### config.mk
export PLATFORM = sky130hd
export DESIGN_NAME = excp_subsys
export DESIGN_NICKNAME = d
export VERILOG_FILES = /design/src/excp_pkg.sv /design/src/retire_stage.sv /design/src/excp_unit.sv /design/src/csr_file.sv /design/src/excp_subsys.sv
export VERILOG_INCLUDE_DIRS = /design/src
export SDC_FILE = /design/constraint.sdc
export NUM_CORES = 1
export LEC_CHECK = 0
export ABC_AREA = 1
export BUFFER_PORTS_ARGS = -buffer_cell sky130_fd_sc_hd__buf_2
export CAP_MARGIN = 20
export CELL_PAD_IN_SITES_DETAIL_PLACEMENT = 1
export CELL_PAD_IN_SITES_GLOBAL_PLACEMENT = 1
export CORE_MARGIN = 2
export CORE_UTILIZATION = 39
export DETAILED_ROUTE_END_ITERATION = 10
export PLACE_DENSITY = 0.81
export SLEW_MARGIN = 10
export SYNTH_ARGS = -nofsm -noshare
export SYNTH_HDL_FRONTEND = slang
export SYNTH_SLANG_ARGS = --single-unit
### constraint.sdc
create_clock -name clk -period 3.04 [get_ports clk]
set_input_delay 0.608 -clock clk [delete_from_list [all_inputs] [get_ports clk]]
set_output_delay 0.608 -clock clk [all_outputs]
set_load 0.01 [all_outputs]
### src/excp_defs.svh
`ifndef EXCP_DEFS_SVH
`define EXCP_DEFS_SVH

// ******************************
// Widths
// ******************************

`define XLEN     32     // Data and address width
`define IS_W     13     // Interrupt status and enable vector width

// Positions inside the interrupt status vector
`define TI_BIT   11     // Timer interrupt
`define HWI_LSB  2      // Hardware interrupts occupy HWI_LSB up to HWI_LSB + 7

// ******************************
// CSR numbers
// ******************************

// On APB the CSR number is the word address, paddr[15:2]
`define CSR_CRMD       14'h000
`define CSR_PRMD       14'h001
`define CSR_ECFG       14'h004
`define CSR_ESTAT      14'h005
`define CSR_ERA        14'h006
`define CSR_BADV       14'h007
`define CSR_EENTRY     14'h00c
`define CSR_TLBRENTRY  14'h088

`endif

### src/excp_pkg.sv
`include "excp_defs.svh"

package excp_pkg;

    // ******************************
    // Basic types
    // ******************************

    typedef logic [`XLEN-1:0] virt_t;

    typedef enum logic [1:0] {
        KERNEL = 2'd0,
        USER   = 2'd3
    } plv_t;

    // Upper 9 bits are the subcode, lower 6 bits the code
    typedef enum logic [14:0] {
        INT  = 15'h0000,
        PIL  = 15'h0001,
        PIS  = 15'h0002,
        PIF  = 15'h0003,
        ADE  = 15'h0008,
        ALE  = 15'h0009,
        SYS  = 15'h000b,
        BRK  = 15'h000c,
        INE  = 15'h000d,
        TLBR = 15'h003f
    } ecode_t;

    // ******************************
    // CSR layouts
    // ******************************

    typedef struct packed {
        logic [28:0] r0;                        // Paging and memory-type fields not modelled
        logic        ie;
        plv_t        plv;
    } crmd_t;

    typedef struct packed {
        logic [28:0] r0;
        logic        pie;
        plv_t        pplv;
    } prmd_t;

    typedef struct packed {
        logic              r0;
        ecode_t            r_esubcode_ecode;
        logic [2:0]        r1;
        logic [`IS_W-1:0]  is;
    } estat_t;

    typedef struct packed {
        logic [`XLEN-`IS_W-1:0] r0;
        logic [`IS_W-1:0]       lie;            // Local interrupt enables, one per status bit
    } ecfg_t;

    // One CSR data word seen through each register layout
    typedef union packed {
        logic [`XLEN-1:0] raw;
        crmd_t            crmd;
        prmd_t            prmd;
        estat_t           estat;
        ecfg_t            ecfg;
    } csr_word_u;

    typedef struct packed {
        crmd_t  crmd;
        prmd_t  prmd;
        ecfg_t  ecfg;
        estat_t estat;
        virt_t  era;
        virt_t  badv;
        virt_t  eentry;
        virt_t  tlbrentry;
    } csr_t;

    // ******************************
    // Requests
    // ******************************

    typedef struct packed {
        logic   valid;
        ecode_t esubcode_ecode;
    } excp_pass_t;

    typedef struct packed {
        logic       valid;                      // Instruction present, may still be a bubble
        virt_t      epc;
        excp_pass_t excp_pass;
    } excp_req_t;

    typedef struct packed {
        logic  valid;
        virt_t pc;
    } wr_pc_req_t;

    typedef struct packed {
        logic   we;
        crmd_t  crmd;
        prmd_t  prmd;
        estat_t estat;
        virt_t  era;
    } excp_wr_csr_req_t;

endpackage

### src/retire_stage.sv
`timescale 1ns/1ps

module retire_stage (
    input  logic                  clk,
    input  logic                  reset,
    input  logic                  retire_valid,
    input  excp_pkg::virt_t       retire_pc,
    input  excp_pkg::excp_pass_t  retire_excp,
    input  logic                  excp_flush,
    output excp_pkg::excp_req_t   req
);

    logic             valid_q;
    logic             excp_valid_q;
    excp_pkg::virt_t  pc_q;
    excp_pkg::ecode_t ecode_q;
    logic             take;

    // An instruction arriving during a flush is younger than the trapping one
    assign take = retire_valid & ~excp_flush;

    always_ff @(posedge clk) begin
        if (reset) begin
            valid_q      <= 1'b0;
            excp_valid_q <= 1'b0;
        end else begin
            valid_q      <= take;
            excp_valid_q <= take & retire_excp.valid;   // A bubble never carries an exception
        end
    end

    always_ff @(posedge clk) begin
        pc_q    <= retire_pc;
        ecode_q <= retire_excp.esubcode_ecode;
    end

    always_comb begin
        req.valid                    = valid_q;
        req.epc                      = pc_q;
        req.excp_pass.valid          = excp_valid_q;
        req.excp_pass.esubcode_ecode = ecode_q;
    end

endmodule

### src/excp_unit.sv
`timescale 1ns/1ps
`include "excp_defs.svh"

module excp_unit (
    input  logic                        clk,
    input  logic                        reset,
    input  logic                        ti_in,
    input  logic                        ti_clr,
    input  logic [7:0]                  hwi_in,
    input  excp_pkg::excp_req_t         req,
    input  excp_pkg::csr_t              rd_csr,
    output excp_pkg::wr_pc_req_t        wr_pc_req,
    output logic                        excp_flush,
    output excp_pkg::excp_wr_csr_req_t  wr_csr_req,
    output logic [`IS_W-1:0]            is
);

    logic [`IS_W-1:0] int_set;
    logic [`IS_W-1:0] is_q;
    logic             is_int;
    logic             is_excp;
    logic             to_tlbr;

    // ******************************
    // Interrupt status
    // ******************************

    // Software bits and the IPI bit are never raised here
    always_comb begin
        int_set                  = '0;
        int_set[`HWI_LSB +: 8]   = hwi_in;
        int_set[`TI_BIT]         = ti_in;
    end

    always_ff @(posedge clk) begin
        if (reset) begin
            is_q <= '0;
        end else begin
            is_q <= is_q | int_set;             // Sticky until software clears them
            if (ti_clr) begin
                is_q[`TI_BIT] <= 1'b0;          // Clear beats a timer tick in the same cycle
            end
        end
    end

    assign is = is_q;

    // ******************************
    // Decision
    // ******************************

    assign is_int  = req.valid & rd_csr.crmd.ie & (|(is_q & rd_csr.ecfg.lie));
    assign is_excp = req.excp_pass.valid;

    assign excp_flush = is_int | is_excp;

    // An interrupt always goes to EENTRY even if the instruction also took a refill
    assign to_tlbr = is_excp & ~is_int &
                     (req.excp_pass.esubcode_ecode == excp_pkg::TLBR);

    assign wr_pc_req.valid = excp_flush;
    assign wr_pc_req.pc    = to_tlbr ? rd_csr.tlbrentry : rd_csr.eentry;

    // ******************************
    // CSR update
    // ******************************

    always_comb begin
        wr_csr_req.we    = excp_flush;
        wr_csr_req.crmd  = rd_csr.crmd;
        wr_csr_req.prmd  = rd_csr.prmd;
        wr_csr_req.estat = rd_csr.estat;
        wr_csr_req.era   = rd_csr.era;
        if (excp_flush) begin
            wr_csr_req.crmd.plv  = excp_pkg::KERNEL;
            wr_csr_req.crmd.ie   = 1'b0;
            wr_csr_req.prmd.pplv = rd_csr.crmd.plv;     // Saved for the return path
            wr_csr_req.prmd.pie  = rd_csr.crmd.ie;
            wr_csr_req.era       = req.epc;
            wr_csr_req.estat.r_esubcode_ecode = is_int ? excp_pkg::INT
                                                       : req.excp_pass.esubcode_ecode;
        end
    end

endmodule

### src/csr_file.sv
`timescale 1ns/1ps
`include "excp_defs.svh"

module csr_file (
    input  logic                        clk,
    input  logic                        reset,
    output excp_pkg::csr_t              rd_csr,
    input  excp_pkg::excp_wr_csr_req_t  wr_csr_req,
    input  logic [`IS_W-1:0]            is,
    input  logic                        psel,
    input  logic                        penable,
    input  logic                        pwrite,
    input  logic [`XLEN-1:0]            paddr,
    input  logic [`XLEN-1:0]            pwdata,
    output logic [`XLEN-1:0]            prdata,
    output logic                        pready,
    output logic                        pslverr
);

    excp_pkg::csr_t    csr_q;
    excp_pkg::csr_word_u wr_word;
    excp_pkg::csr_word_u rd_word;
    logic [13:0]       csr_num;
    logic              addr_hit;
    logic              addr_ok;
    logic              apb_wr;

    // ******************************
    // CSR view
    // ******************************

    always_comb begin
        rd_csr          = csr_q;
        rd_csr.estat.is = is;                   // Status lives in the exception unit
    end

    // ******************************
    // APB decode
    // ******************************

    assign csr_num = paddr[15:2];

    always_comb begin
        addr_hit    = 1'b1;
        rd_word.raw = '0;
        case (csr_num)
            `CSR_CRMD:      rd_word.crmd  = rd_csr.crmd;
            `CSR_PRMD:      rd_word.prmd  = rd_csr.prmd;
            `CSR_ECFG:      rd_word.ecfg  = rd_csr.ecfg;
            `CSR_ESTAT:     rd_word.estat = rd_csr.estat;
            `CSR_ERA:       rd_word.raw   = rd_csr.era;
            `CSR_BADV:      rd_word.raw   = rd_csr.badv;
            `CSR_EENTRY:    rd_word.raw   = rd_csr.eentry;
            `CSR_TLBRENTRY: rd_word.raw   = rd_csr.tlbrentry;
            default:        addr_hit      = 1'b0;
        endcase
    end

    // Only word-aligned numbers below the 16-bit window are CSRs
    assign addr_ok = addr_hit & (paddr[`XLEN-1:16] == '0) & (paddr[1:0] == 2'b00);

    // An exception write takes the CSRs this cycle, so the access waits one cycle
    assign pready  = psel & penable & ~wr_csr_req.we;
    assign pslverr = pready & ~addr_ok;
    assign prdata  = rd_word.raw;

    assign apb_wr      = pready & pwrite & addr_ok;
    assign wr_word.raw = pwdata;

    // ******************************
    // CSR storage
    // ******************************

    always_ff @(posedge clk) begin
        if (reset) begin
            csr_q          <= '0;
            csr_q.crmd.plv <= excp_pkg::KERNEL;
        end else if (wr_csr_req.we) begin
            csr_q.crmd                   <= wr_csr_req.crmd;
            csr_q.prmd                   <= wr_csr_req.prmd;
            csr_q.estat.r_esubcode_ecode <= wr_csr_req.estat.r_esubcode_ecode;
            csr_q.era                    <= wr_csr_req.era;
        end else if (apb_wr) begin
            case (csr_num)
                `CSR_CRMD: begin
                    csr_q.crmd.plv <= wr_word.crmd.plv;
                    csr_q.crmd.ie  <= wr_word.crmd.ie;
                end
                `CSR_PRMD: begin
                    csr_q.prmd.pplv <= wr_word.prmd.pplv;
                    csr_q.prmd.pie  <= wr_word.prmd.pie;
                end
                `CSR_ECFG: begin
                    csr_q.ecfg.lie <= wr_word.ecfg.lie;
                end
                `CSR_ERA: begin
                    csr_q.era <= wr_word.raw;
                end
                `CSR_BADV: begin
                    csr_q.badv <= wr_word.raw;
                end
                `CSR_EENTRY: begin
                    csr_q.eentry <= {wr_word.raw[`XLEN-1:6], 6'b0};    // 64-byte entry
                end
                `CSR_TLBRENTRY: begin
                    csr_q.tlbrentry <= {wr_word.raw[`XLEN-1:6], 6'b0};
                end
                default: begin
                    // ESTAT is read-only from software
                end
            endcase
        end
    end

endmodule

### src/excp_subsys.sv
`timescale 1ns/1ps
`include "excp_defs.svh"

module excp_subsys (
    input  logic                  clk,
    input  logic                  reset,
    input  logic                  retire_valid,
    input  excp_pkg::virt_t       retire_pc,
    input  excp_pkg::excp_pass_t  retire_excp,
    input  logic [7:0]            hwi_in,
    input  logic                  ti_in,
    input  logic                  ti_clr,
    input  logic                  psel,
    input  logic                  penable,
    input  logic                  pwrite,
    input  logic [`XLEN-1:0]      paddr,
    input  logic [`XLEN-1:0]      pwdata,
    output logic [`XLEN-1:0]      prdata,
    output logic                  pready,
    output logic                  pslverr,
    output excp_pkg::wr_pc_req_t  wr_pc_req,
    output logic                  excp_flush
);

    excp_pkg::excp_req_t         req;
    excp_pkg::excp_wr_csr_req_t  wr_csr_req;
    excp_pkg::csr_t              rd_csr;
    logic [`IS_W-1:0]            int_status;

    retire_stage u_retire_stage (
        .clk         (clk),
        .reset       (reset),
        .retire_valid(retire_valid),
        .retire_pc   (retire_pc),
        .retire_excp (retire_excp),
        .excp_flush  (excp_flush),
        .req         (req)
    );

    excp_unit u_excp_unit (
        .clk        (clk),
        .reset      (reset),
        .ti_in      (ti_in),
        .ti_clr     (ti_clr),
        .hwi_in     (hwi_in),
        .req        (req),
        .rd_csr     (rd_csr),
        .wr_pc_req  (wr_pc_req),
        .excp_flush (excp_flush),
        .wr_csr_req (wr_csr_req),
        .is         (int_status)
    );

    csr_file u_csr_file (
        .clk        (clk),
        .reset      (reset),
        .rd_csr     (rd_csr),
        .wr_csr_req (wr_csr_req),
        .is         (int_status),
        .psel       (psel),
        .penable    (penable),
        .pwrite     (pwrite),
        .paddr      (paddr),
        .pwdata     (pwdata),
        .prdata     (prdata),
        .pready     (pready),
        .pslverr    (pslverr)
    );

endmodule

==> results.yml <==
die:
  initial_core_util_pct: 39.7
  die-area_um2: 25100
  pin_count: 196
  num_rows: 56
  die_h_um: 158
  core_um2: 23400
  die_w_um: 158
setup_path:
  rr_worst_depth: 11
  slowest_delay_ns: 0.34
  worstPathRequired_ns: 2.43
  crit_top_cell: "nand2_1"
  cp_max_fo: 12
  path_cells: "nand2_1 > nand2_1 > nor2_1 > nand3_2 > a21oi_4 > nand4_1 > buf_6 > buf_12 > mux2_4 > buf_2"
  end_kind: "primary output"
  worst_path_max_delay_cell: "dfxtp_1"
  start_kind: "register"
  path_buf_inv: 3
  worst-path-stages: 10
  worstPathArrival_ns: 2.40
  path_class: "register to primary output"
  cpLargestDelayFamily: "simple AND/OR/NAND/NOR gates"
synthesis:
  synth_area_leaders: "dfxtp_1 (45%), nand2_1 (16%), nand3_1 (7.6%), nor2_1 (6.3%), a21oi_1 (6.3%)"
  syn_avg_cell_area_um2: 6.94
  yosysMostFrequentCell: "nand2_1"
  yosysTopAreaCell: "dfxtp_1"
  synthCells: 1337
  ys.flop_type: "dfxtp_1"
  netlist_area_um2: 9280
  ys_ff_latch: 208
  yosysSeqAreaShare_pct: 44.9
  synth_top_area_share_pct: 44.9
  async_flop_share_pct: 0
  synth.distinct_cells: 34
  synthTopCellsByCount: "nand2_1 (384), dfxtp_1 (208), nor2_1 (155)"
  ys_warn_count: 0
  synth_edf_count: 0
timing:
  clock_skew_ns: 0.0224
  tightestPinTransition_ns: 1.02
  period_minus_slack_ns: 3.01
  drv_slew: 0
  relSlewSlack_pct: 31.8
  clock.fmax_mhz: 333
  setup_ws_ns: 0.0331
  fin_crit_sh_pct: 98.9
  hold_slack_ns: 0.174
  hold_viol: 0
  setup_viol: 0
route:
  dr_wl_met2_um: 16400
  wl_per_cell_um: 18.5
  wirelength_met1_um: 14500
  viasPerCell: 5.28
  drt_iter0_markers: 650
  antenna_left: 0
  drc_errors: 0
  met3_length_um: 2030
  vias: 9729
  drtPass1Iterations: 5
  detail_route.wirelength_um: 34100
  top_layer: "met4"
hold_path:
  hp-class: "primary input to register"
  hold_depth: 1
clocking:
  htree_levels: 1
  clk-insertion-delay-late_ns: 0.53
  cts_made_buffers: 24
  clock-sinks: 208
  clk_path_buf_depth: 3
  tritoncts: "built"
  path_clk_slew_ns: 0.06
  cts_root_buf: "clkbuf_16"
  hold_buffers: 0
placed_design:
  dp_hpwl_um: 22100
  portBuffers: 189
  dpl_worst_slack_ns: 0.161
  placed_cell_area_um2: 10600
  gp_congestion: 0.871
  place_inst: 1797
flow_run:
  maxCapViolations: 0
layout:
  stdcell_area_um2: 11500
  drive_gt1_share_pct: 19.4
  syn2layout_area_growth_pct: 24.0
  nets: 1636
  antenna_cells: 0
  finalCoreUtilization_pct: 49.2
  final_cell_count_no_fill: 1844
  fillers: 3076
grt:
  grt_pass1_vias: 10012
  antenna_found_initial: 0
  grt_max_degree: 56
  overflow: 0
  grt_use_total_pct: 26.9
  grt_pass1_wl_um: 52700
pwr:
  switchingPower_w: 0.00140
  switching_share_pct: 23.1
  p_leak_nw: 5.12
  power.internal_w: 0.00467
  powerDensity_nw_per_um2: 528
  seq_power_share_pct: 46.6
  ir_worst_vdd_mv: 0.387
  comb_power_share_pct: 5.6
  power.share.clock_pct: 47.8
run_status:
  outcome: "finished, final reports clean"
[timing repair]
item                                    4_1_cts  5_1_grt
gates resized for setup                       6       11
pin swaps                                     1        2
endpoints found under the setup margin       24       26
cloned                                        0        2
buffers inserted                              0        2
[flip-flops by register name (all words and copies together) (netlist names)]
signal                       flops
u_csr_file.rd_csr              150
u_retire_stage.pc_q             32
u_retire_stage.ecode_q          15
u_excp_unit.is                   9
u_retire_stage.excp_valid_q      1
u_retire_stage.valid_q           1
[routing by layer]
layer | vias up | global-route usage, %
met5 | - | 0
met4 | 0 | 10.4
met3 | 73 | 4.22
met2 | 315 | 46.7
met1 | 4686 | 33.6
li1 | 4655 | -
[stage by stage]
step | TNS (ns) | total power (W)
CTS | 0 | 0.00612
global placement | 0 | 0.00321
finish | 0 | 0.00608
floorplan | 0 | 0.00306
detailed placement | 0 | 0.00322
global route | -0.430 | 0.00627
[placed cells by master (no fill, tap or decap), types with 5 or more instances in the layout]
cell       instances
nor2_2             5
o211ai_1          15
a21oi_1          115
buf_12            11
buf_4             29
nand2_1          382
nand4_1            5
a221oi_1          12
o2111ai_1          6
o22ai_1            9
nand3_1          140
nor2_1           152
clkbuf_8           7
a32o_1             8
conb_1             6
o21ai_1            6
buf_2            188
nor4_1             5
dfxtp_1          204
clkbuf_16         27
clkbuf_1           7
inv_1            115
o21ai_0           32
[area by class of cell]
class	instances	area, um2	share of cell area [%]
inverter	117	439	3.82
timing repair buffer	231	1440	12.5
clock inverter	4	45.0	0.391
sequential	208	4170	36.2
tap	319	399	3.47
multi-input combinational	926	4270	37.1
clock buffer	39	748	6.50
[kinds of logic (layout without fill, tap and decap cells)]
kind of cell           count (synthesis)  count (layout)  synth area share (%)
other                                  1               6                0.0404
multiplexers                           5               5                 0.607
AO/OA/AOI/OAI                        210             210                  13.3
AND/OR/NAND/NOR                      705             705                  31.4
flip-flops                           208             208                  44.9
buffers and inverters                208             391                  9.80
[power groups by stage]
stage               Combinational, W  Sequential [W]  Clock (W)
CTS                         0.000340         0.00283    0.00295
global placement            0.000326         0.00289          0
global route                0.000381         0.00283    0.00306
detailed placement          0.000336         0.00289          0
finish                      0.000340         0.00283    0.00291
floorplan                   0.000181         0.00288          0
[path summary, 6_finish.rpt]
path / from / to / slack, ns
setup / recovery: u_csr_file.rd_csr[169]$_SDFFE_PP0P_ / wr_pc_req[7] / 0.03
hold / removal: retire_pc[17] / u_retire_stage.pc_q[17]$_DFF_P_ / 0.17
setup reg to reg: u_csr_file.rd_csr[169]$_SDFFE_PP0P_ / u_csr_file.rd_csr[150]$_SDFFE_PP0P_ / 0.44
hold reg to reg: u_csr_file.rd_csr[26]$_SDFFE_PP0P_ / u_csr_file.rd_csr[26]$_SDFFE_PP0P_ / 0.46
(Power assumes the default switching activity.)
